[src/rtl/mips_isa_pkg.sv]
// Encodings for the twelve supported instructions only and no exception or coprocessor codes
`default_nettype none

package mips_isa_pkg;

    localparam int XLEN       = 32;
    localparam int REG_AW     = 5;
    localparam int SHAMT_W    = 5;
    localparam int IMEM_DEPTH = 256;
    localparam int DMEM_DEPTH = 256;

    // Instruction field positions
    localparam int OPC_LSB   = 26;
    localparam int OPC_W     = 6;
    localparam int RS_LSB    = 21;
    localparam int RT_LSB    = 16;
    localparam int RD_LSB    = 11;
    localparam int SHAMT_LSB = 6;
    localparam int FUNCT_W   = 6;
    localparam int IMM_W     = 16;
    localparam int TGT_W     = 26;

    localparam logic [OPC_W-1:0] OP_RTYPE = 6'h00;
    localparam logic [OPC_W-1:0] OP_J     = 6'h02;
    localparam logic [OPC_W-1:0] OP_BEQ   = 6'h04;
    localparam logic [OPC_W-1:0] OP_BNE   = 6'h05;
    localparam logic [OPC_W-1:0] OP_ADDIU = 6'h09;
    localparam logic [OPC_W-1:0] OP_LW    = 6'h23;
    localparam logic [OPC_W-1:0] OP_SW    = 6'h2b;

    localparam logic [FUNCT_W-1:0] F_SLL  = 6'h00;
    localparam logic [FUNCT_W-1:0] F_ADDU = 6'h21;
    localparam logic [FUNCT_W-1:0] F_SUBU = 6'h23;
    localparam logic [FUNCT_W-1:0] F_AND  = 6'h24;
    localparam logic [FUNCT_W-1:0] F_OR   = 6'h25;
    localparam logic [FUNCT_W-1:0] F_SLT  = 6'h2a;

    typedef enum logic [2:0] {
        ALU_ADD = 3'd0,
        ALU_SUB = 3'd1,
        ALU_AND = 3'd2,
        ALU_OR  = 3'd3,
        ALU_SLT = 3'd4,
        ALU_SLL = 3'd5
    } alu_op_e;

    // Second ALU operand
    typedef enum logic [1:0] {
        SRC_REG   = 2'd0,
        SRC_IMM   = 2'd1,
        SRC_SHAMT = 2'd2
    } alu_src_e;

endpackage

`default_nettype wire

[src/rtl/regfile.sv]
// r0 reads zero and ignores writes; a same-cycle write is visible on both read ports
`timescale 1ns/1ps
`default_nettype none

module regfile import mips_isa_pkg::*; (
    input  wire logic              clk,
    input  wire logic              rst_n_i,
    input  wire logic              we_i,
    input  wire logic [REG_AW-1:0] waddr_i,
    input  wire logic [XLEN-1:0]   wdata_i,
    input  wire logic [REG_AW-1:0] raddr_a_i,
    input  wire logic [REG_AW-1:0] raddr_b_i,
    output logic      [XLEN-1:0]   rdata_a_o,
    output logic      [XLEN-1:0]   rdata_b_o
);

    logic [XLEN-1:0] regs [2**REG_AW];

    always_ff @(posedge clk or negedge rst_n_i) begin
        if (!rst_n_i) begin
            for (int i = 0; i < 2**REG_AW; i++) begin
                regs[i] <= '0;
            end
        end else if (we_i && waddr_i != '0) begin
            regs[waddr_i] <= wdata_i;
        end
    end

    // Write-through covers the writeback to issue distance
    assign rdata_a_o = (raddr_a_i == '0) ? '0 :
                       (we_i && raddr_a_i == waddr_i) ? wdata_i : regs[raddr_a_i];
    assign rdata_b_o = (raddr_b_i == '0) ? '0 :
                       (we_i && raddr_b_i == waddr_i) ? wdata_i : regs[raddr_b_i];

endmodule

`default_nettype wire

[config.mk]
export PLATFORM = sky130hd
export DESIGN_NAME = regfile
export DESIGN_NICKNAME = d
export VERILOG_FILES = /design/src/rtl/mips_isa_pkg.sv /design/src/rtl/regfile.sv
export SDC_FILE = /design/constraint.sdc
export NUM_CORES = 2
export LEC_CHECK = 0
export BUFFER_PORTS_ARGS = -buffer_cell sky130_fd_sc_hd__buf_2
export CORE_ASPECT_RATIO = 1.2
export CORE_UTILIZATION = 41
export CTS_CLUSTER_SIZE = 28
export DETAILED_ROUTE_END_ITERATION = 8
export SLEW_MARGIN = 40
export SYNTH_ARGS = -nofsm -noshare
export SYNTH_HDL_FRONTEND = slang
export SYNTH_SLANG_ARGS = --single-unit
[constraint.sdc]
create_clock -name clk -period 2.5 [get_ports clk]
set_clock_uncertainty 0.15 [all_clocks]
set_input_delay 0.125 -clock clk [delete_from_list [all_inputs] [get_ports clk]]
set_output_delay 0.125 -clock clk [all_outputs]
set_load 0.05 [all_outputs]
# Yosys cells after proc, flatten, opt, wreduce, memory -nomap -nowiden
# Index checks and enable logic that the tools add are counted.
# classes
n_mux,13
n_reduce_logical,7
n_lt_le_gt_ge,4
n_eq_ne,2
n_bitwise,3
# ops
op,count
$bwmux W1024,1
$bmux W32 S5,2
$mux W32,9
$demux W32 S5,1
$ge A6 B6 Y1 const B,3
$not A5 Y6,3
$eq A5 B5 Y1,2
$logic_not A5 Y1,2
$lt A6 B1 Y1 const B,1
$reduce_bool A5 Y1,1
$logic_and A1 B1 Y1,4
# word_totals
in_bits,50
output_inout_bits,64
register_bits,1024

# Longest topological paths before layout
# logic_depth
ltp_word,6
ltp_mapped,10

# Worst setup path after synthesis
# OpenSTA, ideal clock, no wires.
# synth_timing
path_type,input to output
from,in raddr_b_i[0]
to,out rdata_b_o[12]
path_slack_ps,-13
n_path_buf,4
stages,9
t_required_ps,2225
arrival_time_ps,2238
path_cell_list,buf_4 > buf_4 > buf_4 > buf_4 > mux2i_1 > a22oi_1 > o211ai_1 > o21a_1 > a21oi_1
# synth_between
elab_chain_len,6
# synth_rtl
element,line,rtl
start: declaration,regfile.sv:12,"input wire logic [REG_AW-1:0] raddr_b_i,"
$not A5 Y6 (not written as such),regfile.sv:33,(we_i && raddr_b_i == waddr_i) ? wdata_i : regs[raddr_b_i];
$bmux W32 S5,regfile.sv:33,
$mux W32 (not written as such) (2 in a row),regfile.sv:33,
$mux W32,regfile.sv:33,
$mux W32 (*),regfile.sv:32,assign rdata_b_o = (raddr_b_i == '0) ? '0 :
end: declaration,regfile.sv:14,output logic [XLEN-1:0] rdata_b_o
# Mark *: on every way between the ends. The rest lies on a longest branch, timed or not. The select of a mux whose other input is x is not followed.

# Worst setup path in the final report
# layout_timing
from,reg regs[662] (netlist bit)
to,out rdata_a_o[22]
# layout_between
elab_chain_len,5
# layout_rtl
element,line,rtl
start: declaration,regfile.sv:17,logic [XLEN-1:0] regs [2**REG_AW];
start signal: indexed assignment,regfile.sv:25,regs[waddr_i] <= wdata_i;
$bmux W32 S5,regfile.sv:31,(we_i && raddr_a_i == waddr_i) ? wdata_i : regs[raddr_a_i];
$mux W32 (not written as such) (2 in a row),regfile.sv:31,
$mux W32,regfile.sv:31,
$mux W32,regfile.sv:30,assign rdata_a_o = (raddr_a_i == '0) ? '0 :
end: declaration,regfile.sv:13,"output logic [XLEN-1:0] rdata_a_o,"
# No other way between the ends. The select of a mux whose other input is x is not followed.

==> summary.md <==
| Metric | Value |
|---|---|
| Status | complete, but fails checks |
| Violations in the final reports | setup timing |
| Post-synth EDFFs | 0 |
| Drt wl/cell | 31.8 µm |
| Die H | 402 µm |
| Area Overhead vs Synth | 21.8% |
| PwrDens | 764 nW/µm² |
| Mapped Cells | 3,673 |
| Seq cells post-synth | 1,024 |
| # IOs | 114 |
| Crit Path Max Fanout | 3 |
| Tmin final | 3040 ps |
| Share of cells above drive strength 1 | 55.3% |
| Min Hold Slack | 54.9 ps |
| Synth Flop Type | dfrtp_1 |
| Max cap viols | 0 |
| Vias in the first global route | 38,055 |
| Slew headroom | 49.8% |
| Pleak | 28.8 nW |
| Netlist Area Pre-Place | 54,500 µm² |
| Initial antenna violation count | 2 |
| Starting density of the core | 41.3% |
| Largest cells by area after synthesis | dfrtp_1 47%, mux2_2 19%, mux4_2 17% |
| Sequential fraction of the synthesis area | 47.0% |
| Top Registers | regs: 1024 flops |
| Largest Register | regs |
| CP Launch Type | flop |
| Clk_lat worst skew | 740 ps |
| Layout fillers | 11,085 |
| All-Layer GR Usage | 27.8% |
| Die Wd | 335 µm |
| Root buf cell | clkbuf_16 |
| CTS max path bufs | 3 |
| Crit-path cells | mux4_2, a22o_1, a2111oi_4, buf_4, a21oi_2, a22o_1, buf_12, buf_12 |
| CTS buffer count | 106 |
| Distinct cell type count after synthesis | 53 |
| Row cnt | 146 |
| Final hold vios | 0 |
| Pin count of the biggest net entering global routing | 89 |
| Syn Area/Cell | 14.9 µm² |
| Vias | 36,472 |
| RSZ-0062 raised after global routing | yes |
| Placed Instances | 5,517 |
| WL final | 185,000 µm |
| PortBufs | 113 |
| CP endpoint kind | primary output |
| Final ANT Viol Nets | 0 |
| Remaining Overflow, GRT | 0 |
| CP Class | reg2out |
| Min-delay worst type | in2reg |
| Gpl congestion | 0.826 |
| Initial DRC Count | 3,431 |
| # setup viols final | 64 |
| Placed wire-length estimate | 116,000 µm |
| Share of the synthesized area in the top cell type | 47.0% |
| Layout Cells excl Fill | 5,814 |
| Post-route DRC | 0 |
| Largest register FFs | 1,024 |
| Hold_sp | waddr_i[3] |
| Async SR Flop Fraction | 100% |
| Post-synth top area cell | dfrtp_1 |
| CP Data Arrival Time | 2760 ps |
| CTS tree | built |
| Final Net Count | 3,998 |
| Final period util | 122% |
| First-pass GRT wire length | 273,000 µm |
| Die footprint | 135,000 µm² |
| WP buf/inv | 3 |
| Initial DRT Pass Iterations | 5 |
| Achievable Freq | 329 MHz |
| Crit path launch | regs[662] |
| Total core area | 132,000 µm² |
| Final worst slack | -538 ps |
| Clock Sinks | 1,024 |
| R2r startpoint | regs[600] |
| CP max stage delay | 450 ps |
| Max-slew violation count | 0 |
| Syn nets | 3,723 |
| H-tree depth | 3 |
| Vias per cell | 6.27 |
| Critical path's slowest cell | mux4_2 |
| Required time worst endpoint | 2230 ps |
| CP delay by family, top | compound AO/OA/AOI/OAI gates |
| Worst Max-Slew Pin Slew | 752 ps |
| Maximum vdd drop | 0.660 mV |
| Synth Warn # | 0 |
| Worst-path clk slew | 60 ps |
-- worst min-delay path: cells and delay by family --
family | cells | cell delay, ps
muxes | 1 | 170
buffers and inverters | 2 | 300
and+or+nand+nor | 2 | 310
-- cell families (layout without fill, tap and decap cells) --
group	Yosys count	in the layout	synth area share, %
other	0	1	0
multiplexers	1634	1634	41.7
flip-flops	1024	1024	47.0
XOR/XNOR	10	10	0.161
buffers and inverters	438	802	3.58
AO/OA/AOI/OAI	466	466	6.62
AND/OR/NAND/NOR	101	101	0.938
-- final timing paths --
path | to | slack [ps] | cells after the start
setup / recovery | rdata_a_o[22] | -540 | 8
hold / removal | regs[803] | 50 | 5
setup reg to reg | regs[600] | 1240 | 4
hold reg to reg | regs[1009] | 250 | 0
max in group asynchronous | regs[323] | 1120 | 5
min in group asynchronous | regs[409] | 500 | 4
-- layout make-up --
cell class              count  area [µm²]  share of cell area, %
clock inverters            39         485                  0.731
diodes                      1        2.50                0.00377
flip-flops and latches   1024       25600                   38.6
well taps                1776        2220                   3.35
multi-input cells        2211       28100                   42.3
inverters                   1        3.75                0.00565
repair buffers            604        6840                   10.3
clock buffers             158        3140                   4.72
-- per-stage QoR --
stage / power, mW / instance area [µm²] / utilization (%) / setup TNS [ps] / setup slack [ps]
2_1_floorplan: 29.4 / 54600 / - / 0 / 17.6
3_3_place_gp: 32.9 / 60800 / 46.0 / -7870 / -458
3_5_place_dp: 33.3 / 60800 / 46.0 / -8110 / -375
4_1_cts: 50.8 / 66200 / 50.1 / -20960 / -605
5_1_grt: 52.8 / 66400 / 50.3 / -22530 / -595
6_report: 50.8 / 66400 / 50.3 / -18550 / -538
-- Yosys cell counts, types with 15 or more instances --
cell type and instances:
a22oi_1 95, a2111oi_0 26, mux4_2 412, clkbuf_1 249, o211ai_1 17, mux2_1 97
buf_2 88, buf_6 15, a21oi_1 84, o22ai_1 44, a2111oi_2 15, mux2_2 898
mux2i_1 227, buf_1 62, a22o_1 71, nand2_1 38, nor2_1 24, o221ai_1 43
dfrtp_1 1024, buf_4 23
-- metal layers --
metal | GRT usage [%] | routed length (µm)
met1 | 37.4 | 76600
met3 | 4.35 | 11300
met4 | 11.0 | 7520
met5 | 0 | 0
met2 | 45.0 | 89500
-- where the power goes --
part | total, mW | internal [mW] | switching (mW)
Combinational | 12.1 | 6.95 | 5.11
Clock | 16.6 | 9.53 | 7.11
Sequential | 22.1 | 19.7 | 2.33
-- layout by cell type, fill, tap and decap left out, drive strengths merged, types with 25 or more instances in the layout --
master          n
mux4          412
dlygate4sd3    34
o22ai          44
a21oi          84
dfrtp        1024
mux2i         227
clkinv         25
clkbuf        158
nand2          38
buf           570
a2111oi        41
o221ai         43
mux2          995
a22o           71
a22oi          95
-- what timing repair did --
item,4_1_cts,5_1_grt
hold buffers,35,0
hold endpoints to repair,2007,0
resized for setup,237,36
endpoints found under the setup margin,64,64
setup buffers,64,8
pin swaps,136,26
Power figures use the tool's default switching activity.
