`src/rtl/mips_isa_pkg.sv`:
```
// Encodings for the twelve supported instructions only and no exception or coprocessor codes
`default_nettype none

package mips_isa_pkg;

    localparam int XLEN       = 32;
    localparam int REG_AW     = 5;
    localparam int SHAMT_W    = 5;
    localparam int IMEM_DEPTH = 256;
    localparam int DMEM_DEPTH = 256;

    // Instruction field positions
    localparam int OPC_LSB   = 26;
    localparam int OPC_W     = 6;
    localparam int RS_LSB    = 21;
    localparam int RT_LSB    = 16;
    localparam int RD_LSB    = 11;
    localparam int SHAMT_LSB = 6;
    localparam int FUNCT_W   = 6;
    localparam int IMM_W     = 16;
    localparam int TGT_W     = 26;

    localparam logic [OPC_W-1:0] OP_RTYPE = 6'h00;
    localparam logic [OPC_W-1:0] OP_J     = 6'h02;
    localparam logic [OPC_W-1:0] OP_BEQ   = 6'h04;
    localparam logic [OPC_W-1:0] OP_BNE   = 6'h05;
    localparam logic [OPC_W-1:0] OP_ADDIU = 6'h09;
    localparam logic [OPC_W-1:0] OP_LW    = 6'h23;
    localparam logic [OPC_W-1:0] OP_SW    = 6'h2b;

    localparam logic [FUNCT_W-1:0] F_SLL  = 6'h00;
    localparam logic [FUNCT_W-1:0] F_ADDU = 6'h21;
    localparam logic [FUNCT_W-1:0] F_SUBU = 6'h23;
    localparam logic [FUNCT_W-1:0] F_AND  = 6'h24;
    localparam logic [FUNCT_W-1:0] F_OR   = 6'h25;
    localparam logic [FUNCT_W-1:0] F_SLT  = 6'h2a;

    typedef enum logic [2:0] {
        ALU_ADD = 3'd0,
        ALU_SUB = 3'd1,
        ALU_AND = 3'd2,
        ALU_OR  = 3'd3,
        ALU_SLT = 3'd4,
        ALU_SLL = 3'd5
    } alu_op_e;

    // Second ALU operand
    typedef enum logic [1:0] {
        SRC_REG   = 2'd0,
        SRC_IMM   = 2'd1,
        SRC_SHAMT = 2'd2
    } alu_src_e;

endpackage

`default_nettype wire

```
`src/rtl/fetch_stage.sv`:
```
// Branch redirect beats stall and jump; run_i low parks the pc at zero and fetches nothing
`timescale 1ns/1ps
`default_nettype none

module fetch_stage import mips_isa_pkg::*; (
    input  wire logic [XLEN-1:0] jump_target_i,
    input  wire logic [XLEN-1:0] branch_target_i,
    input  wire logic            clk,
    input  wire logic            rst_n_i,
    input  wire logic            run_i,
    input  wire logic            stall_i,
    input  wire logic            jump_i,
    input  wire logic            branch_taken_i,
    output logic      [XLEN-1:0] pc_o,
    output logic                 fetch_valid_o
);

    always_ff @(posedge clk or negedge rst_n_i) begin
        if (!rst_n_i) begin
            pc_o <= '0;
        end else if (!run_i) begin
            pc_o <= '0;
        end else if (branch_taken_i) begin
            pc_o <= branch_target_i;
        end else if (!stall_i) begin
            pc_o <= jump_i ? jump_target_i : pc_o + 32'd4;
        end
    end

    assign fetch_valid_o = run_i;

endmodule

`default_nettype wire

```
`config.mk`:
```
export PLATFORM = sky130hd
export DESIGN_NAME = fetch_stage
export DESIGN_NICKNAME = d
export VERILOG_FILES = /design/src/rtl/mips_isa_pkg.sv /design/src/rtl/fetch_stage.sv
export SDC_FILE = /design/constraint.sdc
export NUM_CORES = 1
export LEC_CHECK = 0
export BUFFER_PORTS_ARGS = -buffer_cell sky130_fd_sc_hd__buf_2
export CORE_ASPECT_RATIO = 1.4
export CORE_UTILIZATION = 44
export CTS_CLUSTER_DIAMETER = 30
export CTS_CLUSTER_SIZE = 12
export DETAILED_ROUTE_END_ITERATION = 7
export PLACE_DENSITY = 0.77
export SLEW_MARGIN = 20
export SYNTH_ARGS = -nofsm -noshare
export SYNTH_HDL_FRONTEND = slang
export SYNTH_SLANG_ARGS = --single-unit
```
`constraint.sdc`:
```
create_clock -name clk -period 2 [get_ports clk]
set_clock_uncertainty 0.2 [all_clocks]
set_input_delay 0.5 -clock clk [delete_from_list [all_inputs] [get_ports clk]]
set_output_delay 0.5 -clock clk [all_outputs]
set_load 0.05 [all_outputs]
```
# --- Yosys cells after proc, flatten, opt, wreduce, memory -nomap -nowiden ---
# Cells that the tools add are included.
totals:
  regBits: 32
  in_bits: 70
  out_inout_bits: 33
  wordCells: 7
classes:
  n_addsub: 1
  n_eq_ne: 1
  n_mux: 4
op_table:
  columns: ["operator", "count"]
  rows:
  - ["2-to-1 mux 32 bit", 4]
  - ["adder 32 x 3 -> 32 bit (second input constant)", 1]
  - ["!= test 3 x 2 -> 1 bit (second input constant)", 1]

# --- Longest topological paths before layout ---
depth:
  ltp_word: 5
  depth_mapped: 8
  depth_no_buf: 6

# --- Worst setup path after synthesis ---
# Ideal clock, no wire load.
synth_path:
  path_kind: "reg2reg"
  start: "reg pc_o[2]"
  end: "reg pc_o[24]"
  setup_time_ps: 70
  arrival_ps: 2217
  required_time_ps: 1730
  setup_slack_ps: -486
  path_stages_with_launch: 7
  n_path_buf: 0
  period_less_slack_ps: 2486
  cell_sequence: "dfrtp_1 > ha_1 > nand4_1 > nor3_2 > nand3_1 > or4_1 > nand3_1"
synth_via:
  elab_chain_cells: 5
synth_rtl:
  columns: ["item", "line_no", "text"]
  rows:
  - ["start, declared", "fetch_stage.sv:14", "output logic [XLEN-1:0] pc_o,"]
  - ["start signal, assigned", "fetch_stage.sv:24", "pc_o <= branch_target_i;"]
  - ["start signal, assigned", "fetch_stage.sv:26", "pc_o <= jump_i ? jump_target_i : pc_o + 32'd4;"]
  - ["adder 32 x 3 -> 32 bit", "fetch_stage.sv:26", null]
  - ["2-to-1 mux 32 bit", "fetch_stage.sv:26", null]
  - ["2-to-1 mux 32 bit", "fetch_stage.sv:25", "end else if (!stall_i) begin"]
  - ["2-to-1 mux 32 bit", "fetch_stage.sv:23", "end else if (branch_taken_i) begin"]
  - ["2-to-1 mux 32 bit", "fetch_stage.sv:21", "end else if (!run_i) begin"]
# Every way passes these cells. The select of a mux whose other input is x is not followed.
# A chain may end at the register's enable or synchronous reset.

# --- Worst setup path after layout ---
layout_path:
  start: "reg pc_o[22]"
  end: "reg pc_o[30]"
# Same word-level chain as after synthesis.

==> results.sh <==
export IMPL_top_register="pc_o"
export IMPL_num_io_pins=103
export IMPL_grt_max_degree=21
export IMPL_max_freq_ghz=0.516
export IMPL_via_per_inst=5.85
export IMPL_finalWeightedCongestion=0.890
export IMPL_post_route_drc_count=0
export IMPL_synthDistinctLibCells=50
export IMPL_period_share_pct=96.9
export IMPL_hold_violations=0
export IMPL_clockBufferDepth=2
export IMPL_antenna_found_initial=0
export IMPL_arrival_ns=1.97
export IMPL_path_cells="nand4_1 -> nor4_2 -> nand3_1 -> or4_1 -> nand3_1"
export IMPL_yosysWarnings=0
export IMPL_syn_nets=378
export IMPL_power_net_switching_mw=0.854
export IMPL_drv_cap=0
export IMPL_comb_power_share_pct=34.2
export IMPL_multi_input_comb_area_um2=1530
export IMPL_tightest_slew_ns=0.372
export IMPL_drt_iter0_markers=177
export IMPL_worst_ep_required_time_ns=2.03
export IMPL_avgSynthCellArea_um2=7.85
export IMPL_setup_violations=0
export IMPL_p_clk_share_pct=30.6
export IMPL_internal_power_mw=1.43
export IMPL_cts_htree_levels=2
export IMPL_num_fill_cells=460
export IMPL_post_route_util_pct=67.3
export IMPL_min_period_ns=1.94
export IMPL_wl_per_cell_um=16.0
export IMPL_dominantRegCellSynth="dfrtp_1"
export IMPL_core_area_um2=5240
export IMPL_drive_gt1_share_pct=44.0
export IMPL_syn_area_um2=2410
export IMPL_seq_area_um2=825
export IMPL_slowest_delay_ns=0.52
export IMPL_vias=3009
export IMPL_layout_nets=518
export IMPL_slew_violations=0
export IMPL_power_total_mw=2.28
export IMPL_drt_pass1_iter_count=5
export IMPL_layoutNonFillerInstCount=514
export IMPL_cp_common_cell="nand3_1"
export IMPL_num_antenna_cells=0
export IMPL_die_h_um=89.5
export IMPL_grt_first_pass_wirelength_mm=13.3
export IMPL_critPathTopFamily="simple AND/OR/NAND/NOR gates"
export IMPL_min_path_type="in -> reg"
export IMPL_numPortBuffers=102
export IMPL_synth_seq_cells=32
export IMPL_path_buf_inv=0
export IMPL_grtUsageTotal_pct=29.9
export IMPL_end_kind="flip-flop"
export IMPL_syn_to_final_growth_pct=46.4
export IMPL_cts_tree="built"
export IMPL_antenna_left=0
export IMPL_die_area_um2=5780
export IMPL_critPathLaunchType="flip-flop"
export IMPL_relSlewSlack_pct=75.0
export IMPL_largest_register_ffs=32
export IMPL_crit_fanout=4
export IMPL_seqPwrFrac_pct=35.2
export IMPL_overflow=0
export IMPL_finalWirelength_mm=8.22
export IMPL_peakVddDrop_mv=0.406
export IMPL_clock_sinks=32
export IMPL_postSynthCellCount=307
export IMPL_insertion_delay_ns=0.29
export IMPL_grt_pass1_vias=2846
export IMPL_path_clk_slew_ns=0.08
export IMPL_num_rows=31
export IMPL_largestRegisters="pc_o x32"
export IMPL_cts_buffers=5
export IMPL_synth_edf_count=0
export IMPL_p_per_area_nw_per_um2=647
export IMPL_cp_slowest_cell="or4_1"
export IMPL_ys_seq_area_share_pct=33.2
export IMPL_dp_cells=500
export IMPL_cts_root_buf="clkbuf_8"
export IMPL_synthArstFlopShare_pct=100
export IMPL_die_x_um=64.5
export IMPL_netSwitchingFraction_pct=37.4
export IMPL_worst_setup_path_type="reg -> reg"
export IMPL_status="complete, no violations"
export IMPL_place_hpwl_mm=6.14
export IMPL_start_util_pct=46.0
export IMPL_rsz0062_at_grt="no"
export IMPL_leakage_nw=1.65
-- power by group through the flow --
stage                     combinational (mW)  sequential (mW)  clock, mW
after floorplan                        0.239             1.05          0
after global placement                 0.754            0.810          0
after detailed placement               0.768            0.812          0
after CTS                              0.775            0.801      0.706
after global routing                   0.839            0.812      0.731
final                                  0.780            0.803      0.699
-- layout make-up --
class                      instances  area share [%]
tap                               66            2.34
timing repair buffer             152            25.7
sequential                        32            23.4
clock inverter                     1           0.852
inverter                          15            1.60
clock buffer                       7            2.73
multi-input combinational        241            43.4
-- kinds of logic (layout without fill, tap and decap cells) --
kind of cell / after synthesis / in the layout / synth area share, %
AO/OA/AOI/OAI: 108 / 108 / 29.7
AND/OR/NAND/NOR: 127 / 127 / 28.9
adder cells (fa/ha/maj): 1 / 1 / 0.519
multiplexers: 5 / 5 / 2.08
flip-flops: 32 / 32 / 33.2
buffers and inverters: 34 / 175 / 5.56
-- synthesized netlist by cell type, types with 5 or more instances --
library cell | number | share of area, %
o21ai_0 | 27 | 5.6
nor3_1 | 11 | 2.3
a21oi_1 | 16 | 3.3
clkbuf_1 | 12 | 1.9
nand3_1 | 15 | 3.1
dfrtp_1 | 32 | 33
nand2b_1 | 10 | 2.6
mux2i_1 | 5 | 2.1
nor2_1 | 38 | 5.9
nand2_1 | 17 | 2.6
inv_1 | 15 | 2.3
o221ai_1 | 9 | 3.3
o2bb2ai_1 | 9 | 3.3
nand4_1 | 7 | 1.8
o211ai_1 | 5 | 1.6
o22ai_1 | 15 | 3.9
o2111ai_1 | 5 | 1.8
and3_1 | 5 | 1.3
-- through the flow --
stage | hold slack (ns) | setup WS (ns) | TNS [ns] | instance area (um^2)
6_report | 0.242 | 0.0628 | 0 | 3530
5_1_grt | 0.254 | 0.00427 | 0 | 3530
4_1_cts | 0.240 | 0.0146 | 0 | 3490
3_5_place_dp | 0.225 | -0.0237 | -0.0799 | 3340
3_3_place_gp | 0.227 | 0.0124 | 0 | 3340
2_1_floorplan | 0.00441 | -0.123 | -0.328 | 2490
-- cell usage in the layout (no fill, tap or decap), types with 7 or more instances in the layout --
master       n
buf_2      102
nand4_1      7
nand3_1     14
inv_1       15
buf_4       47
clkbuf_8     7
nor2_1      38
dfrtp_2     19
nand2b_1    10
o21ai_0     27
o2bb2ai_1    9
a21oi_1     15
o22ai_1     15
o221ai_1     9
nand2_1     16
dfrtp_1     13
nor3_1       9
-- worst paths after layout --
kind	to	startpoint	depth (start not counted)	slack, ns
setup / recovery	pc_o[30]$_DFFE_PN0P_	pc_o[22]$_DFFE_PN0P_	5	0.06
hold / removal	pc_o[4]$_DFFE_PN0P_	branch_target_i[4]	2	0.24
setup reg to reg	pc_o[30]$_DFFE_PN0P_	pc_o[22]$_DFFE_PN0P_	5	0.06
hold reg to reg	pc_o[26]$_DFFE_PN0P_	pc_o[26]$_DFFE_PN0P_	1	0.37
max in group asynchronous	pc_o[6]$_DFFE_PN0P_	rst_n_i	3	0.70
min in group asynchronous	pc_o[25]$_DFFE_PN0P_	rst_n_i	2	0.45
-- routing by layer --
layer	vias to the layer above	part of all wire [%]	global-route usage [%]
met5	-	0	0
met4	0	2.7	11.5
met3	24	6.9	4.97
met2	137	51	52.6
met1	1413	40	36.5
li1	1435	-	-
-- repair_timing --
| action | 4_1_cts | 5_1_grt |
|---|---|---|
| setup endpoints to repair | 1 | 10 |
| pin swaps | 0 | 2 |
| buffers inserted | 1 | 4 |
| hold buffers | 1 | 0 |
| endpoints found under the hold margin | 12 | 0 |
| resized for setup | 1 | 2 |
Power figures use the tool's default switching activity.
