===== src/rtl/mips_isa_pkg.sv =====
// Encodings for the twelve supported instructions only and no exception or coprocessor codes
`default_nettype none

package mips_isa_pkg;

    localparam int XLEN       = 32;
    localparam int REG_AW     = 5;
    localparam int SHAMT_W    = 5;
    localparam int IMEM_DEPTH = 256;
    localparam int DMEM_DEPTH = 256;

    // Instruction field positions
    localparam int OPC_LSB   = 26;
    localparam int OPC_W     = 6;
    localparam int RS_LSB    = 21;
    localparam int RT_LSB    = 16;
    localparam int RD_LSB    = 11;
    localparam int SHAMT_LSB = 6;
    localparam int FUNCT_W   = 6;
    localparam int IMM_W     = 16;
    localparam int TGT_W     = 26;

    localparam logic [OPC_W-1:0] OP_RTYPE = 6'h00;
    localparam logic [OPC_W-1:0] OP_J     = 6'h02;
    localparam logic [OPC_W-1:0] OP_BEQ   = 6'h04;
    localparam logic [OPC_W-1:0] OP_BNE   = 6'h05;
    localparam logic [OPC_W-1:0] OP_ADDIU = 6'h09;
    localparam logic [OPC_W-1:0] OP_LW    = 6'h23;
    localparam logic [OPC_W-1:0] OP_SW    = 6'h2b;

    localparam logic [FUNCT_W-1:0] F_SLL  = 6'h00;
    localparam logic [FUNCT_W-1:0] F_ADDU = 6'h21;
    localparam logic [FUNCT_W-1:0] F_SUBU = 6'h23;
    localparam logic [FUNCT_W-1:0] F_AND  = 6'h24;
    localparam logic [FUNCT_W-1:0] F_OR   = 6'h25;
    localparam logic [FUNCT_W-1:0] F_SLT  = 6'h2a;

    typedef enum logic [2:0] {
        ALU_ADD = 3'd0,
        ALU_SUB = 3'd1,
        ALU_AND = 3'd2,
        ALU_OR  = 3'd3,
        ALU_SLT = 3'd4,
        ALU_SLL = 3'd5
    } alu_op_e;

    // Second ALU operand
    typedef enum logic [1:0] {
        SRC_REG   = 2'd0,
        SRC_IMM   = 2'd1,
        SRC_SHAMT = 2'd2
    } alu_src_e;

endpackage

`default_nettype wire


===== src/rtl/pipe_pkg.sv =====
// Stage boundary records assume an all-zero value is a bubble with no side effects
`default_nettype none

package pipe_pkg;

    import mips_isa_pkg::*;

    typedef struct packed {
        logic            valid;
        logic [XLEN-1:0] pc;
        logic [XLEN-1:0] instr;
    } if_id_t;

    typedef struct packed {
        logic     reg_wr;
        logic     mem_rd;
        logic     mem_wr;
        logic     mem_to_reg;
        logic     branch;
        logic     branch_ne;
        logic     jump;
        alu_op_e  alu_op;
        alu_src_e alu_src;
    } ctrl_t;

    typedef struct packed {
        logic               valid;
        ctrl_t              ctrl;
        logic [XLEN-1:0]    pc;
        logic [REG_AW-1:0]  rs;
        logic [REG_AW-1:0]  rt;
        logic [REG_AW-1:0]  dest;
        logic [XLEN-1:0]    rs_val;
        logic [XLEN-1:0]    rt_val;
        logic [XLEN-1:0]    sign_imm;
        logic [SHAMT_W-1:0] shamt;
    } id_ex_t;

    typedef struct packed {
        logic              valid;
        logic              reg_wr;
        logic              mem_rd;
        logic              mem_wr;
        logic              mem_to_reg;
        logic [REG_AW-1:0] dest;
        logic [XLEN-1:0]   alu_res;
        logic [XLEN-1:0]   store_data;
        logic [XLEN-1:0]   pc;
    } ex_mem_t;

    typedef struct packed {
        logic              valid;
        logic              reg_wr;
        logic              mem_to_reg;
        logic [REG_AW-1:0] dest;
        logic [XLEN-1:0]   alu_res;
        logic [XLEN-1:0]   load_data;
        logic [XLEN-1:0]   pc;
    } mem_wb_t;

    // One record per completed instruction
    typedef struct packed {
        logic              valid;
        logic              reg_wr;
        logic [REG_AW-1:0] rd;
        logic [XLEN-1:0]   wdata;
        logic [XLEN-1:0]   pc;
    } retire_t;

    typedef enum logic [1:0] {
        FWD_RF  = 2'd0,
        FWD_MEM = 2'd1,
        FWD_WB  = 2'd2
    } fwd_sel_e;

endpackage

`default_nettype wire


===== src/rtl/decode.sv =====
// Unknown opcodes and funct codes give an all-zero control set and act as a no-op
`timescale 1ns/1ps
`default_nettype none

module decode import mips_isa_pkg::*, pipe_pkg::*; (
    input  wire logic [XLEN-1:0]    instr_i,
    output ctrl_t                   ctrl_o,
    output logic      [REG_AW-1:0]  rs_o,
    output logic      [REG_AW-1:0]  rt_o,
    output logic      [REG_AW-1:0]  dest_o,
    output logic      [XLEN-1:0]    sign_imm_o,
    output logic      [SHAMT_W-1:0] shamt_o,
    output logic      [TGT_W+1:0]   jump_target_o
);

    logic [OPC_W-1:0]   opcode;
    logic [FUNCT_W-1:0] funct;
    logic [REG_AW-1:0]  rs;
    logic [REG_AW-1:0]  rd;
    logic               rtype;

    assign opcode     = instr_i[OPC_LSB +: OPC_W];
    assign funct      = instr_i[FUNCT_W-1:0];
    assign rs         = instr_i[RS_LSB +: REG_AW];
    assign rd         = instr_i[RD_LSB +: REG_AW];
    assign rt_o       = instr_i[RT_LSB +: REG_AW];
    assign shamt_o    = instr_i[SHAMT_LSB +: SHAMT_W];
    assign sign_imm_o = {{(XLEN-IMM_W){instr_i[IMM_W-1]}}, instr_i[IMM_W-1:0]};
    assign rtype      = (opcode == OP_RTYPE);

    // Offset inside the 256 MB region; the top supplies the upper pc bits
    assign jump_target_o = {instr_i[TGT_W-1:0], 2'b00};

    always_comb begin
        ctrl_o = '0;
        case (opcode)
            OP_RTYPE: begin
                ctrl_o.reg_wr = 1'b1;
                case (funct)
                    F_ADDU:  ctrl_o.alu_op = ALU_ADD;
                    F_SUBU:  ctrl_o.alu_op = ALU_SUB;
                    F_AND:   ctrl_o.alu_op = ALU_AND;
                    F_OR:    ctrl_o.alu_op = ALU_OR;
                    F_SLT:   ctrl_o.alu_op = ALU_SLT;
                    F_SLL: begin
                        ctrl_o.alu_op  = ALU_SLL;
                        ctrl_o.alu_src = SRC_SHAMT;
                    end
                    default: ctrl_o.reg_wr = 1'b0;
                endcase
            end
            OP_ADDIU: begin
                ctrl_o.reg_wr  = 1'b1;
                ctrl_o.alu_src = SRC_IMM;
            end
            OP_LW: begin
                ctrl_o.reg_wr     = 1'b1;
                ctrl_o.mem_rd     = 1'b1;
                ctrl_o.mem_to_reg = 1'b1;
                ctrl_o.alu_src    = SRC_IMM;
            end
            OP_SW: begin
                ctrl_o.mem_wr  = 1'b1;
                ctrl_o.alu_src = SRC_IMM;
            end
            OP_BEQ, OP_BNE: begin
                ctrl_o.branch    = 1'b1;
                ctrl_o.branch_ne = (opcode == OP_BNE);
                ctrl_o.alu_op    = ALU_SUB;
            end
            OP_J:    ctrl_o.jump = 1'b1;
            default: ctrl_o = '0;
        endcase
    end

    // SLL shifts rt, so route it through the first operand port
    assign rs_o = (ctrl_o.alu_src == SRC_SHAMT) ? rt_o : rs;

    assign dest_o = !ctrl_o.reg_wr ? '0 : (rtype ? rd : rt_o);

endmodule

`default_nettype wire


===== config.mk =====
export PLATFORM = sky130hd
export DESIGN_NAME = decode
export DESIGN_NICKNAME = d
export VERILOG_FILES = /design/src/rtl/mips_isa_pkg.sv /design/src/rtl/pipe_pkg.sv /design/src/rtl/decode.sv
export SDC_FILE = /design/constraint.sdc
export NUM_CORES = 1
export LEC_CHECK = 0
export BUFFER_PORTS_ARGS = -buffer_cell sky130_fd_sc_hd__buf_2
export CORE_ASPECT_RATIO = 0.7
export CORE_UTILIZATION = 36
export DETAILED_ROUTE_END_ITERATION = 8
export PLACE_DENSITY = 0.91
export SYNTH_ARGS = -nofsm -noshare
export SYNTH_HDL_FRONTEND = slang
export SYNTH_SLANG_ARGS = --single-unit

===== constraint.sdc =====
create_clock -name vclk -period 3.5
set_input_delay 0.525 -clock vclk [all_inputs]
set_output_delay 0.525 -clock vclk [all_outputs]
set_load 0.02 [all_outputs]

== Word-level counts from Yosys, hierarchy flattened ==
Cells that the tools add are included.

* Register bits after elaboration: 0
* Bits of input ports: 32
* Output and inout bits: 92
* Logic and storage cells: 31

* Eq/ne operators: 12
* Multiplexer cells: 13
* Reductions and logical operators: 6

{| class="wikitable"
|+ Operator list
! kind !! count
|-
| $eq 6x6->1 const B || 7
|-
| $mux 5 || 3
|-
| $pmux 3 s5 || 1
|-
| $eq 6x3->1 const B || 2
|-
| $logic_not 6->1 || 2
|-
| $eq 6x2->1 const B || 1
|-
| $eq 6x4->1 const B || 1
|-
| $pmux 3 s2 || 1
|-
| $reduce_or 6->1 || 1
|-
| $mux 1 || 4
|-
| $mux 2 || 2
|-
| $pmux 2 s2 || 1
|-
| $reduce_or 2->1 || 2
|-
| $reduce_or 3->1 || 1
|-
| $eq 2x2->1 const B || 1
|-
| $pmux 1 s2 || 1
|}

== Longest topological paths before layout ==
* Depth in word-level cells: 5
* Depth in mapped cells: 4
* Gate-level depth less buffers: 4

== Worst setup path before layout ==
Ideal clock, no wire load.

* Kind: in2out
* Start: input instr_i[29]
* End: output rs_o[0]
* Arrival time: 1.551 ns
* Data required time: 2.975 ns
* Path slack: 1.424 ns
* Cell stages on the path: 4
* Buffers on the path: 0
* Path through: nor4_4 > nand2_4 > nor2_8 > mux2_4

{| class="wikitable"
|+ RTL lines
! item !! line !! RTL
|-
| from (decl) || decode.sv:6 || <nowiki>input wire logic [XLEN-1:0] instr_i,</nowiki>
|-
| to (decl) || decode.sv:8 || <nowiki>output logic [REG_AW-1:0] rs_o,</nowiki>
|}

== Final worst setup path ==
* Start: input instr_i[29]
* End: output rs_o[3]

* Cells in the longest elaborated chain, start to end: 5
* Elaborated cells between the ends (all ways): 8
* Those cells by class: 4 x eq/ne; 2 x mux; 2 x reduce/logical

{| class="wikitable"
|+ Ends and longest elaborated chain
! item !! line !! RTL
|-
| $eq 6x6->1 or $eq 6x4->1 (tied branches) || decode.sv:36 || <nowiki>case (opcode)</nowiki>
|-
| $reduce_or 3->1 (no line) || -- ||
|-
| $pmux 2 s2 (*) || decode.sv:36 ||
|-
| $eq 2x2->1 (*) || decode.sv:77 || <nowiki>assign rs_o = (ctrl_o.alu_src == SRC_SHAMT) ? rt_o : rs;</nowiki>
|-
| $mux 5 (*) || decode.sv:77 ||
|}

Mark *: on every way between the ends. The rest lies on a longest branch, timed or not.

==> metrics.md <==
| Metric | Value |
|---|---|
| Outcome | `complete, no violations` |
| Placed cell areas | `967 um2` |
| Met2 Use GR | `18.7%` |
| Final Slew Violations | `0` |
| Synth Area in Compound Gates | `9.95%` |
| Crit-path cells | `buf_2 -> nor4_4 -> nand2_4 -> nor2_8 -> mux2_4 -> buf_2` |
| Sequential element share of the synthesized area | `0%` |
| Max-cap violations | `0` |
| I/O pin total | `124` |
| Grt ovf | `0` |
| Top delay family on crit path | `simple AND/OR/NAND/NOR gates` |
| Placer congestion estimate | `0.722` |
| Kind of critical path | `in -> out` |
| Final ANT Viol Nets | `0` |
| Finished Cell Area | `967 um2` |
| Largest net degree at the start of global routing | `20` |
| P&R area growth vs syn | `2.52%` |
| Routed length per instance | `9.73 um` |
| Met3 usage | `0.758%` |
| Post-layout min period | `2370 ps` |
| Max Clock Freq | `422 MHz` |
| Syn. warnings | `0` |
| Initial Util | `38.1%` |
| Sw Share | `65.7%` |
| Seq cells | `0` |
| Slew margin rel. | `65.5%` |
| Most frequent CP cell | `buf_2` |
| Clk network pwr share | `0%` |
| Post-synthesis cell type count | `27` |
| Antenna violations before repair | `0` |
| Power share of the combinational group | `100.0%` |
| Die Ht | `44.8 um` |
| Inst Count DP | `187` |
| Routing usage on met1 | `14.0%` |
| Post-Syn Area | `943 um2` |
| NumNets Final | `187` |
| Storage element area | `0 um2` |
| Ranking of synthesized cells by area | `buf_4, mux2_4, a22o_1, and4bb_2, nand2_4` |
| Slew @ Worst Pin | `518 ps` |
| Die ar. | `0.00283 mm2` |
| Fin Setup TNS | `0 ps` |
| Crit start category | `input port` |
| Crit-path max cell delay | `370 ps` |
| Sw power | `88.1 uW` |
| Pwr Density | `139 mW/mm2` |
| Final hold violations | `0` |
| Worst setup EP type | `output port` |
| Multi-input gate area | `410 um2` |
| Critical-path top delay cell | `nor4_4` |
| DR iter-0 viols | `19` |
| Internal cell power | `46.1 uW` |
| Multiplexer share of the synthesized area | `7.96%` |
| Post CTS Setup Buffer Count | `0` |
| Post-synth top area share | `56.5%` |
| FILL cells | `276` |
| Avg Inst Size Synth | `7.80 um2` |
| Busiest grt layer | `met2` |
| End of the critical path | `rs_o[3]` |
| Reg power frac | `0%` |
| Vias in the first global route | `529` |
| Largest family of logic cells by synthesized area | `buffers and inverters` |
| Worst vdd ir | `0.0696 mV` |
| Crit. Startpoint | `instr_i[29]` |
| HP Class | `in -> out` |
| Post-CTS Hold Buffers | `0` |
| Total core area | `0.00248 mm2` |
| Total track usage | `10.2%` |
| Die W | `63.2 um` |
| Post-Synthesis Cells | `121` |
| Post-Synth Simple-Gate Area | `24.8%` |
| Setup violators final | `0` |
| DRC Markers | `0` |
| Critical Path RT | `2970 ps` |
| Number of port buffers | `102` |
| Row count | `15` |
| Post-Layout Cell Count | `187` |
| Worst EP arrival | `1840 ps` |
| CP bufs+invs | `2` |
| Vias | `799` |
| Vias per cell | `4.27` |
| CP max FO | `6` |
| Synth Area in XOR/XNOR | `0%` |
| Final wirelength | `1820 um` |
| RSZ-0062 raised after global routing | `false` |
| Clock buffer cells | `0` |
| Tcrit/Tclk final | `67.6%` |
| Global-route wire length before repair | `2370 um` |
| Final HPWL DP | `1590 um` |
| Synth Area in Adders | `0%` |
| Yosys top cell by area | `buf_4` |
| Worst path depth | `6` |
| Layout cells sized above 1 | `77.8%` |
| Lkg Pwr | `0.000632 uW` |
| Detailed Routing Iterations Pass 1 | `4` |
| Resize count post-CTS | `0` |
| Antenna Cells | `0` |
| Post-place setup slack | `1110 ps` |
| Final worst slack | `1130 ps` |
==> Yosys cell counts, types with 2 or more instances <==
cell type  count
a21oi_1        2
a22o_1         5
and3_1         3
and4bb_2       2
buf_4         71
mux2_4         5
nand2_1        4
nand2_4        2
nor2_1         6
nor3_1         3
o21ai_0        2
==> layout make-up <==
type	instances	area share [%]
multi-input cells	50	42.4
well taps	34	4.40
inverters	1	0.388
repair buffers	102	52.8
==> cell usage in the layout (no fill, tap or decap) <==
master    synthesis  layout
nand2_4           2       2
buf_2             0     102
and3_1            3       3
and3_2            1       1
nor3_4            1       1
or3_1             1       1
nand3_1           1       1
nor3_2            1       1
inv_1             1       1
o21ai_2           1       1
nor2_8            1       1
a211oi_2          1       1
mux2_4            5       5
nor3_1            3       3
and4bb_2          2       2
o21ai_0           2       2
nand2_1           4       4
a22o_1            5       5
a21oi_1           2       2
and2_1            1       1
nor4bb_1          1       1
a31o_2            1       1
or2_1             1       1
nor2_1            6       6
nand4_1           1       1
conb_1            1       2
nor4_4            1       1
==> per-layer routing <==
| layer | part of all wire (%) | up-vias | routed length [um] |
|---|---|---|---|
| li1 | - | 399 | - |
| met1 | 44 | 362 | 793 |
| met2 | 49 | 38 | 890 |
| met3 | 7.5 | 0 | 136 |
| met4 | 0 | 0 | 0 |
| met5 | 0 | - | 0 |
==> metrics by stage <==
| step | total power, uW | util [%] | hold WS (ps) |
|---|---|---|---|
| final | 134 | 39.0 | 1050 |
| after detailed placement | 135 | 39.0 | 1050 |
| after global routing | 144 | 39.0 | 1050 |
| after floorplan | 142 | - | 1150 |
| after global placement | 133 | 39.0 | 1050 |
| after CTS | 135 | 39.0 | 1050 |
==> logic make-up after synthesis <==
group,Yosys count
buf+inv,72
compound gates,12
other cells,1
mux,5
simple gates,31
==> how the worst min path moves through the flow <==
stage	endpoint	cells past startpoint	startpoint	slack [ps]
5_1_grt	jump_target_o[10]	0	instr_i[8]	1050
4_1_cts	jump_target_o[12]	0	instr_i[10]	1050
3_5_place_dp	jump_target_o[12]	0	instr_i[10]	1050
3_3_place_gp	jump_target_o[12]	0	instr_i[10]	1050
6_report	sign_imm_o[8]	0	instr_i[8]	1050
2_1_floorplan	ctrl_o[8]	1	instr_i[29]	1150
==> power groups by stage <==
stage          sequential, uW  combinational (uW)  clock, uW
3_3_place_gp                0                 133          0
3_5_place_dp                0                 135          0
2_1_floorplan               0                 142          0
6_report                    0                 134          0
5_1_grt                     0                 144          0
4_1_cts                     0                 135          0
Note: power is estimated with default switching activity, not from simulation.
