--- config.mk ---
export PLATFORM = sky130hd
export DESIGN_NAME = hazard_unit
export DESIGN_NICKNAME = d
export VERILOG_FILES = /design/src/rtl/mips_isa_pkg.sv /design/src/rtl/pipe_pkg.sv /design/src/rtl/hazard_unit.sv
export SDC_FILE = /design/constraint.sdc
export NUM_CORES = 1
export LEC_CHECK = 0
export BUFFER_PORTS_ARGS = -buffer_cell sky130_fd_sc_hd__buf_2
export CORE_AREA = 2 2 39 41
export DETAILED_ROUTE_END_ITERATION = 10
export DIE_AREA = 0 0 41 43
export PLACE_DENSITY = 0.89
export SLEW_MARGIN = 20
export SYNTH_ARGS = -nofsm -noshare
export SYNTH_HDL_FRONTEND = slang
export SYNTH_SLANG_ARGS = --single-unit
--- constraint.sdc ---
create_clock -name vclk -period 0.96
set_input_delay 0.096 -clock vclk [all_inputs]
set_output_delay 0.096 -clock vclk [all_outputs]
set_load 0.05 [all_outputs]
--- src/rtl/mips_isa_pkg.sv ---
// Encodings for the twelve supported instructions only and no exception or coprocessor codes
`default_nettype none

package mips_isa_pkg;

    localparam int XLEN       = 32;
    localparam int REG_AW     = 5;
    localparam int SHAMT_W    = 5;
    localparam int IMEM_DEPTH = 256;
    localparam int DMEM_DEPTH = 256;

    // Instruction field positions
    localparam int OPC_LSB   = 26;
    localparam int OPC_W     = 6;
    localparam int RS_LSB    = 21;
    localparam int RT_LSB    = 16;
    localparam int RD_LSB    = 11;
    localparam int SHAMT_LSB = 6;
    localparam int FUNCT_W   = 6;
    localparam int IMM_W     = 16;
    localparam int TGT_W     = 26;

    localparam logic [OPC_W-1:0] OP_RTYPE = 6'h00;
    localparam logic [OPC_W-1:0] OP_J     = 6'h02;
    localparam logic [OPC_W-1:0] OP_BEQ   = 6'h04;
    localparam logic [OPC_W-1:0] OP_BNE   = 6'h05;
    localparam logic [OPC_W-1:0] OP_ADDIU = 6'h09;
    localparam logic [OPC_W-1:0] OP_LW    = 6'h23;
    localparam logic [OPC_W-1:0] OP_SW    = 6'h2b;

    localparam logic [FUNCT_W-1:0] F_SLL  = 6'h00;
    localparam logic [FUNCT_W-1:0] F_ADDU = 6'h21;
    localparam logic [FUNCT_W-1:0] F_SUBU = 6'h23;
    localparam logic [FUNCT_W-1:0] F_AND  = 6'h24;
    localparam logic [FUNCT_W-1:0] F_OR   = 6'h25;
    localparam logic [FUNCT_W-1:0] F_SLT  = 6'h2a;

    typedef enum logic [2:0] {
        ALU_ADD = 3'd0,
        ALU_SUB = 3'd1,
        ALU_AND = 3'd2,
        ALU_OR  = 3'd3,
        ALU_SLT = 3'd4,
        ALU_SLL = 3'd5
    } alu_op_e;

    // Second ALU operand
    typedef enum logic [1:0] {
        SRC_REG   = 2'd0,
        SRC_IMM   = 2'd1,
        SRC_SHAMT = 2'd2
    } alu_src_e;

endpackage

`default_nettype wire

--- src/rtl/pipe_pkg.sv ---
// Stage boundary records assume an all-zero value is a bubble with no side effects
`default_nettype none

package pipe_pkg;

    import mips_isa_pkg::*;

    typedef struct packed {
        logic            valid;
        logic [XLEN-1:0] pc;
        logic [XLEN-1:0] instr;
    } if_id_t;

    typedef struct packed {
        logic     reg_wr;
        logic     mem_rd;
        logic     mem_wr;
        logic     mem_to_reg;
        logic     branch;
        logic     branch_ne;
        logic     jump;
        alu_op_e  alu_op;
        alu_src_e alu_src;
    } ctrl_t;

    typedef struct packed {
        logic               valid;
        ctrl_t              ctrl;
        logic [XLEN-1:0]    pc;
        logic [REG_AW-1:0]  rs;
        logic [REG_AW-1:0]  rt;
        logic [REG_AW-1:0]  dest;
        logic [XLEN-1:0]    rs_val;
        logic [XLEN-1:0]    rt_val;
        logic [XLEN-1:0]    sign_imm;
        logic [SHAMT_W-1:0] shamt;
    } id_ex_t;

    typedef struct packed {
        logic              valid;
        logic              reg_wr;
        logic              mem_rd;
        logic              mem_wr;
        logic              mem_to_reg;
        logic [REG_AW-1:0] dest;
        logic [XLEN-1:0]   alu_res;
        logic [XLEN-1:0]   store_data;
        logic [XLEN-1:0]   pc;
    } ex_mem_t;

    typedef struct packed {
        logic              valid;
        logic              reg_wr;
        logic              mem_to_reg;
        logic [REG_AW-1:0] dest;
        logic [XLEN-1:0]   alu_res;
        logic [XLEN-1:0]   load_data;
        logic [XLEN-1:0]   pc;
    } mem_wb_t;

    // One record per completed instruction
    typedef struct packed {
        logic              valid;
        logic              reg_wr;
        logic [REG_AW-1:0] rd;
        logic [XLEN-1:0]   wdata;
        logic [XLEN-1:0]   pc;
    } retire_t;

    typedef enum logic [1:0] {
        FWD_RF  = 2'd0,
        FWD_MEM = 2'd1,
        FWD_WB  = 2'd2
    } fwd_sel_e;

endpackage

`default_nettype wire

--- src/rtl/hazard_unit.sv ---
// Assumes a destination index of zero means no register write; loads in memory are not forwarded
`timescale 1ns/1ps
`default_nettype none

module hazard_unit import mips_isa_pkg::*, pipe_pkg::*; (
    input  wire logic [REG_AW-1:0] ex_rs_i,
    input  wire logic [REG_AW-1:0] ex_rt_i,
    input  wire logic [REG_AW-1:0] id_rs_i,
    input  wire logic [REG_AW-1:0] id_rt_i,
    input  wire logic [REG_AW-1:0] ex_dest_i,
    input  wire logic              ex_mem_rd_i,
    input  wire logic [REG_AW-1:0] mem_dest_i,
    input  wire logic              mem_reg_wr_i,
    input  wire logic [REG_AW-1:0] wb_dest_i,
    input  wire logic              wb_reg_wr_i,
    input  wire logic              branch_taken_i,
    input  wire logic              jump_i,
    output fwd_sel_e               fwd_a_o,
    output fwd_sel_e               fwd_b_o,
    output logic                   stall_o,
    output logic                   flush_id_o,
    output logic                   flush_ex_o
);

    // Youngest producer wins
    function automatic fwd_sel_e pick_src(
        input logic [REG_AW-1:0] src,
        input logic [REG_AW-1:0] mem_dest,
        input logic              mem_wr,
        input logic [REG_AW-1:0] wb_dest,
        input logic              wb_wr
    );
        if (src == '0) begin
            return FWD_RF;
        end
        if (mem_wr && mem_dest == src) begin
            return FWD_MEM;
        end
        if (wb_wr && wb_dest == src) begin
            return FWD_WB;
        end
        return FWD_RF;
    endfunction

    assign fwd_a_o = pick_src(ex_rs_i, mem_dest_i, mem_reg_wr_i, wb_dest_i, wb_reg_wr_i);
    assign fwd_b_o = pick_src(ex_rt_i, mem_dest_i, mem_reg_wr_i, wb_dest_i, wb_reg_wr_i);

    // Load in execute feeding the instruction in issue
    assign stall_o = ex_mem_rd_i && (ex_dest_i != '0) &&
                     (ex_dest_i == id_rs_i || ex_dest_i == id_rt_i);

    // A stalled jump stays in issue and redirects once the stall clears
    assign flush_id_o = branch_taken_i || (jump_i && !stall_o);
    assign flush_ex_o = branch_taken_i || stall_o;

endmodule

`default_nettype wire

# After elaboration in Yosys (flattened, before gate mapping)
# Cells that the tools add are included.
# totals
regBits	0
out_inout_bits	7
elab_cells	44
# classes
eq_ne	6
muxes	24
reduce_logical	14
# ops
operator	n
5-bit equality test	6
2-bit two-way mux	12
1-bit two-way mux	12
5-bit zero test	2
1-bit logical AND	7
5-bit nonzero test	1
1-bit logical OR	3
1-bit zero test	1

# Depth between registers and ports, before layout
# Gate-level depths: netlist (run 1).
# depth
ltp_word	9
depth_mapped	4
mapped_depth_nobuf	4

# Worst setup path before layout (run 1)
# Ideal clock, no wire load.
# synth_timing
path_type	in2out
from	in ex_rs_i[0]
to	out fwd_a_o[1]
t_arrival_ns	1.988
required_time_ns	0.864
slack_ns	-1.124
stages	4
n_path_buf	0
cell_sequence	xor2_1 nor4_1 nand3_1 nor4b_1
# synth_via
elab_chain_len	8
# synth_rtl
item	line	rtl
start, declared	hazard_unit.sv:6	input wire logic [REG_AW-1:0] ex_rs_i,
5-bit equality test	hazard_unit.sv:39	if (wb_wr && wb_dest == src) begin
1-bit logical AND	hazard_unit.sv:39	
1-bit two-way mux (2 in series)	hazard_unit.sv:39	
1-bit two-way mux	hazard_unit.sv:36	if (mem_wr && mem_dest == src) begin
2-bit two-way mux	hazard_unit.sv:42	return FWD_RF;
2-bit two-way mux	hazard_unit.sv:39	
2-bit two-way mux *	hazard_unit.sv:36	
end, declared	hazard_unit.sv:18	output fwd_sel_e fwd_a_o,
# Every way passes the cells marked *; elsewhere a longest branch is shown, timed or not. The select of a mux whose other input is x is not followed.

# Final worst setup path (run 1)
# layout_timing
from	in ex_dest_i[4]
to	out stall_o
# layout_via
elab_chain_len	3
# layout_rtl
item	line	rtl
start, declared	hazard_unit.sv:10	input wire logic [REG_AW-1:0] ex_dest_i,
5-bit equality test / 5-bit nonzero test (equally long branches)	hazard_unit.sv:50, hazard_unit.sv:49	
1-bit logical OR / 1-bit logical AND (equally long branches)	hazard_unit.sv:50, hazard_unit.sv:49	
1-bit logical AND *	hazard_unit.sv:49	assign stall_o = ex_mem_rd_i && (ex_dest_i != '0) &&
end, declared	hazard_unit.sv:20	output logic stall_o,
# Every way passes the cells marked *; elsewhere a longest branch is shown, timed or not.

==> results of run 1 <==
-- cells by family (layout without fill, tap and decap cells) --
logic type             Yosys count  after routing  synth area share [%]
AO/OA/AOI/OAI                    4              4                  7.67
buffers and inverters            0             59                     0
AND/OR/NAND/NOR                 23             23                  30.4
XOR/XNOR                        30             30                  61.9
-- cells in the final DEF, fill, tap and decap left out, drive strengths merged --
master  count
nor3        2
o21bai      1
xnor2      12
nand2       2
o21ai       1
a22oi       1
xor2       18
nand4       2
or2         1
buf        59
nand3       2
nor4b       2
nor2        7
or4         3
nor4        2
o31a        1
-- report_power, final --
group,switching [mW],internal (mW),leakage (nW)
Clock,0,0,0
Combinational,0.229,0.260,0.486
Sequential,0,0,0
Total,0.229,0.260,0.486
-- layer usage --
layer	up-vias	wire [um]	share of wire, %
li1	319	-	-
met1	324	901	41
met2	16	1180	54
met3	8	40	1.8
met4	0	65	3.0
met5	-	0	0
-- layout make-up --
type / count / share of cell area (%)
Multi-Input combinational cell: 57 / 52.0
Timing Repair Buffer: 59 / 46.1
Tap cell: 16 / 1.90
-- through the flow --
stage	hold WS [ns]	worst slack, ns	instance area, um2
3_3_place_gp	0.647	-0.467	822
3_5_place_dp	0.648	-0.499	822
2_1_floorplan	0.369	-0.194	514
4_1_cts	0.562	-0.422	982
6_report	0.562	-0.393	1050
5_1_grt	0.572	-0.414	1050
-- what timing repair did --
| item | in CTS | in global routing |
|---|---|---|
| setup endpoints to repair | 7 | 7 |
| resized for setup | 39 | 10 |
| pin swaps | 19 | 9 |
| buffers inserted | 3 | 2 |
-- worst paths after layout --
check	to	slack (ns)	cells after the start
worst min-delay path	flush_ex_o	0.56	3
worst max-delay path	stall_o	-0.39	6
-- critical path, delay by kind of cell --
family / cells / cell delay (ns)
and+or+nand+nor: 2 / 0.57
buffers and inverters: 3 / 0.37
AOI/OAI and AO/OA: 1 / 0.21
==> flow_metrics.env, run 1 <==
export IMPL_yosysTopAreaCell="xor2_1"
export IMPL_grt_max_degree=4
export IMPL_start_kind="input pin"
export IMPL_synth_fp_nets=97
export IMPL_slew_headroom_pct=81.8
export IMPL_synth_area_leaders="xor2_1 37%, xnor2_1 25%, nor2_1 6.2%, nor4b_1 4.1%, or4_1 3.5%"
export IMPL_synth_avg_cell_area_um2=7.44
export IMPL_max_freq_mhz=739
export IMPL_ys_seq_area_share_pct=0
export IMPL_grt_pass1_vias=665
export IMPL_crit_chain="buf_8, or4_4, o21ai_4, buf_6, nor2_4, buf_6"
export IMPL_hold_violations=0
export IMPL_fin_tns_setup_ns=-2.27
export IMPL_period_minus_slack_ns=1.35
export IMPL_placedCellCount=127
export IMPL_finalCoreUtilization_pct=76.2
export IMPL_finalMaxSlewViolations=0
export IMPL_required_ns=0.86
export IMPL_critPathKind="input pin to output pin"
export IMPL_synth_top_area_share_pct=37.2
export IMPL_n_clock_buffer=0
export IMPL_final_layout_size_suffix_gt1_share_pct=66.4
export IMPL_via_per_inst=5.05
export IMPL_die_h_um=43
export IMPL_pin_count=47
export IMPL_worst_ep_arrival_time_ns=1.26
export IMPL_vias=667
export IMPL_seq_area_um2=0
export IMPL_syn2layout_area_growth_pct=149
export IMPL_die_area_um2=1760
export IMPL_synth_distinct_cells=16
export IMPL_critPathMaxStageDelay_ns=0.54
export IMPL_yosysMostFrequentCell="xor2_1"
export IMPL_routedWlPerCell_um=16.6
export IMPL_finalWirelength_um=2190
export IMPL_rsz0062_at_grt="true"
export IMPL_drtIter0Drc=18
export IMPL_grt_antenna_before_repair=0
export IMPL_yosysWarnings=0
export IMPL_start_util_pct=30.7
export IMPL_final_cells=132
export IMPL_ant_nets=0
export IMPL_grt_ovfl_total=0
export IMPL_cts_hold_buffers_added=0
export IMPL_antenna_cells=0
export IMPL_die_w_um=41
export IMPL_grtUsageMet2_pct=43.4
export IMPL_finish_net_count=158
export IMPL_core_area_um2=1380
export IMPL_worst_slew_pin_slew_ns=0.274
export IMPL_cp_common_cell="buf_6"
export IMPL_violations="setup timing"
export IMPL_hp_class="input pin to output pin"
export IMPL_maxCapViolations=0
export IMPL_power_density_nw_per_um2=463
export IMPL_gr_usage_met3_pct=1.57
export IMPL_syn_area_um2=424
export IMPL_fillers=79
export IMPL_rows=14
export IMPL_cp_slowest_cell="or4_4"
export IMPL_total_leakage_power_nw=0.486
export IMPL_grt_busiest_layer="met2"
export IMPL_status="finished with violations"
export IMPL_grt_pass1_wl_um=3170
export IMPL_power_total_mw=0.489
export IMPL_io_buffers=47
export IMPL_netlist_top_cells_count="18 x xor2_1, 12 x xnor2_1, 7 x nor2_1"
export IMPL_cp_startpoint="ex_dest_i[4]"
export IMPL_route_detailed_drc=0
export IMPL_netlist_instances=57
export IMPL_met1_usage_pct=32.6
export IMPL_hp_start="branch_taken_i"
export IMPL_place_congestion=0.918
export IMPL_ir_worst_vdd_mv=0.259
export IMPL_post_dp_hpwl_um=1430
export IMPL_setup_viol=7
export IMPL_worstSetupEndpointType="output pin"
export IMPL_path_max_fanout=3
export IMPL_final_period_utilization_pct=141
export IMPL_grt_total_usage_pct=25.8
export IMPL_postLayoutSetupSlackWorst_ns=-0.393
export IMPL_seq_cells=0
export IMPL_multi_input_area_um2=548
export IMPL_drt_pass1_iter_count=4
No activity file was read; power rests on OpenSTA's default activity.
==> inputs of run 2 (changes only) <==
--- a/config.mk
+++ b/config.mk
@@ -9,7 +9,7 @@
 export CORE_AREA = 2 2 39 41
 export DETAILED_ROUTE_END_ITERATION = 10
 export DIE_AREA = 0 0 41 43
-export PLACE_DENSITY = 0.89
+export PLACE_DENSITY = 0.86
 export SLEW_MARGIN = 20
 export SYNTH_ARGS = -nofsm -noshare
 export SYNTH_HDL_FRONTEND = slang
==> constraint.sdc (replaced) <==
create_clock -name vclk -period 1.51
set_input_delay 0.151 -clock vclk [all_inputs]
set_output_delay 0.151 -clock vclk [all_outputs]
set_load 0.05 [all_outputs]
==> run 2 against run 1 <==
Against the previous run: the flow now finishes without violations; worst hold slack better by 0.15 ns; worst setup slack better by 0.45 ns; clock-buffer cell count unchanged; die area unchanged; flip-flop and latch count is the same; wire length down 33%; non-clock buffer count fell by 12; sequential share of layout area stayed put; global-route usage is 8.3 points lower; combinational power shrank 56%; largest cell class unchanged.
==> flow_metrics.env, run 2 (synthesis gave the netlist of run 1 again) <==
export IMPL_grt_pass1_vias=597
export IMPL_grt_pass1_wl_um=2280
export IMPL_final_period_utilization_pct=96.4
export IMPL_seq_area_um2=0
export IMPL_fin_tns_setup_ns=0
export IMPL_syn2layout_area_growth_pct=73.5
export IMPL_total_leakage_power_nw=0.354
export IMPL_intPower_mw=0.0999
export IMPL_max_freq_mhz=687
export IMPL_worstSetupEndpointType="output pin"
export IMPL_final_cell_mix="44 x buf_2, 18 x xor2_1, 12 x xnor2_1"
export IMPL_drt_pass1_iter_count=4
export IMPL_place_area_um2=709
export IMPL_final_common_cell="buf_2"
export IMPL_final_cell_area_um2=736
export IMPL_route_detailed_drc=0
export IMPL_path_max_fanout=3
export IMPL_pwr_share_clk_pct=0
export IMPL_power_density_nw_per_um2=295
export IMPL_final_cells=120
export IMPL_switching_share_pct=53.9
export IMPL_status="completed"
export IMPL_grt_max_degree=4
export IMPL_cts_resized=0
export IMPL_whs_ns=0.711
export IMPL_slew_headroom_pct=83.9
export IMPL_finalWirelength_um=1460
export IMPL_finalMaxSlewViolations=0
export IMPL_seq_cells=0
export IMPL_start_util_pct=30.7
export IMPL_grt_antenna_before_repair=0
export IMPL_ant_nets=0
export IMPL_required_ns=1.36
export IMPL_rows=14
export IMPL_hold_violations=0
export IMPL_worst_ep_arrival_time_ns=1.31
export IMPL_finish_net_count=146
export IMPL_setup_viol=0
export IMPL_vias=556
export IMPL_grt_ovfl_total=0
export IMPL_placedCellCount=120
export IMPL_rsz0062_at_grt="false"
export IMPL_die_w_um=41
export IMPL_place_congestion=0.803
export IMPL_final_layout_size_suffix_gt1_share_pct=53.8
export IMPL_start_kind="input pin"
export IMPL_worst_slew_pin_slew_ns=0.240
export IMPL_drtIter0Drc=16
export IMPL_routedWlPerCell_um=12.2
export IMPL_die_area_um2=1760
export IMPL_combPwrFrac_pct=100.0
export IMPL_post_dp_hpwl_um=1320
export IMPL_sequentialPowerShare_pct=0
export IMPL_period_minus_slack_ns=1.46
export IMPL_power_total_mw=0.217
export IMPL_via_per_inst=4.63
export IMPL_pin_count=47
export IMPL_n_clock_buffer=0
export IMPL_maxCapViolations=0
export IMPL_core_area_um2=1380
export IMPL_critPathKind="input pin to output pin"
export IMPL_die_h_um=43
export IMPL_grt_total_usage_pct=17.5
export IMPL_post_cts_buffers=0
export IMPL_ir_worst_vdd_mv=0.114
export IMPL_p_sw_mw=0.117
export IMPL_io_buffers=47
export IMPL_hp_class="input pin to output pin"
export IMPL_fillers=138
export IMPL_cts_hold_buffers_added=0
export IMPL_antenna_cells=0
[run 2: path summary, 6_finish.rpt]
kind / from / endpoint / cells after the start
min: ex_mem_rd_i / stall_o / 4
max: ex_dest_i[1] / flush_id_o / 5
[run 2: per-layer routing]
metal | track usage [%] | share of wire, % | vias to the layer above | wire length, um
met5 | 0 | 0 | - | 0
met4 | 3.33 | 0.55 | 0 | 8
met3 | 1.05 | 2.7 | 2 | 39
met2 | 32.2 | 58 | 11 | 843
met1 | 20.6 | 39 | 250 | 573
li1 | - | - | 293 | -
[run 2: cell type report]
class / count / area [um2] / share of cell area (%)
well taps: 16 / 20.0 / 2.72
multi-input cells: 57 / 473 / 64.3
repair buffers: 47 / 243 / 33.0
[run 2: stage by stage]
step                worst slack (ns)  util (%)
floorplan                    0.00178         -
global placement              0.0273      51.3
detailed placement           0.00638      51.3
CTS                          0.00775      51.3
global route                  0.0122      53.2
finish                        0.0539      53.2
[run 2: power by group through the flow]
stage	combinational, mW	clock (mW)	sequential (mW)
after floorplan	0.109	0	0
final	0.217	0	0
after CTS	0.207	0	0
after detailed placement	0.206	0	0
after global placement	0.198	0	0
after global routing	0.233	0	0
[run 2: critical path, cell delays in order]
cell and delay [ns]:
buf_2 0.12, or4_4 0.53, o21ai_2 0.16, o31a_1 0.14
buf_4 0.19
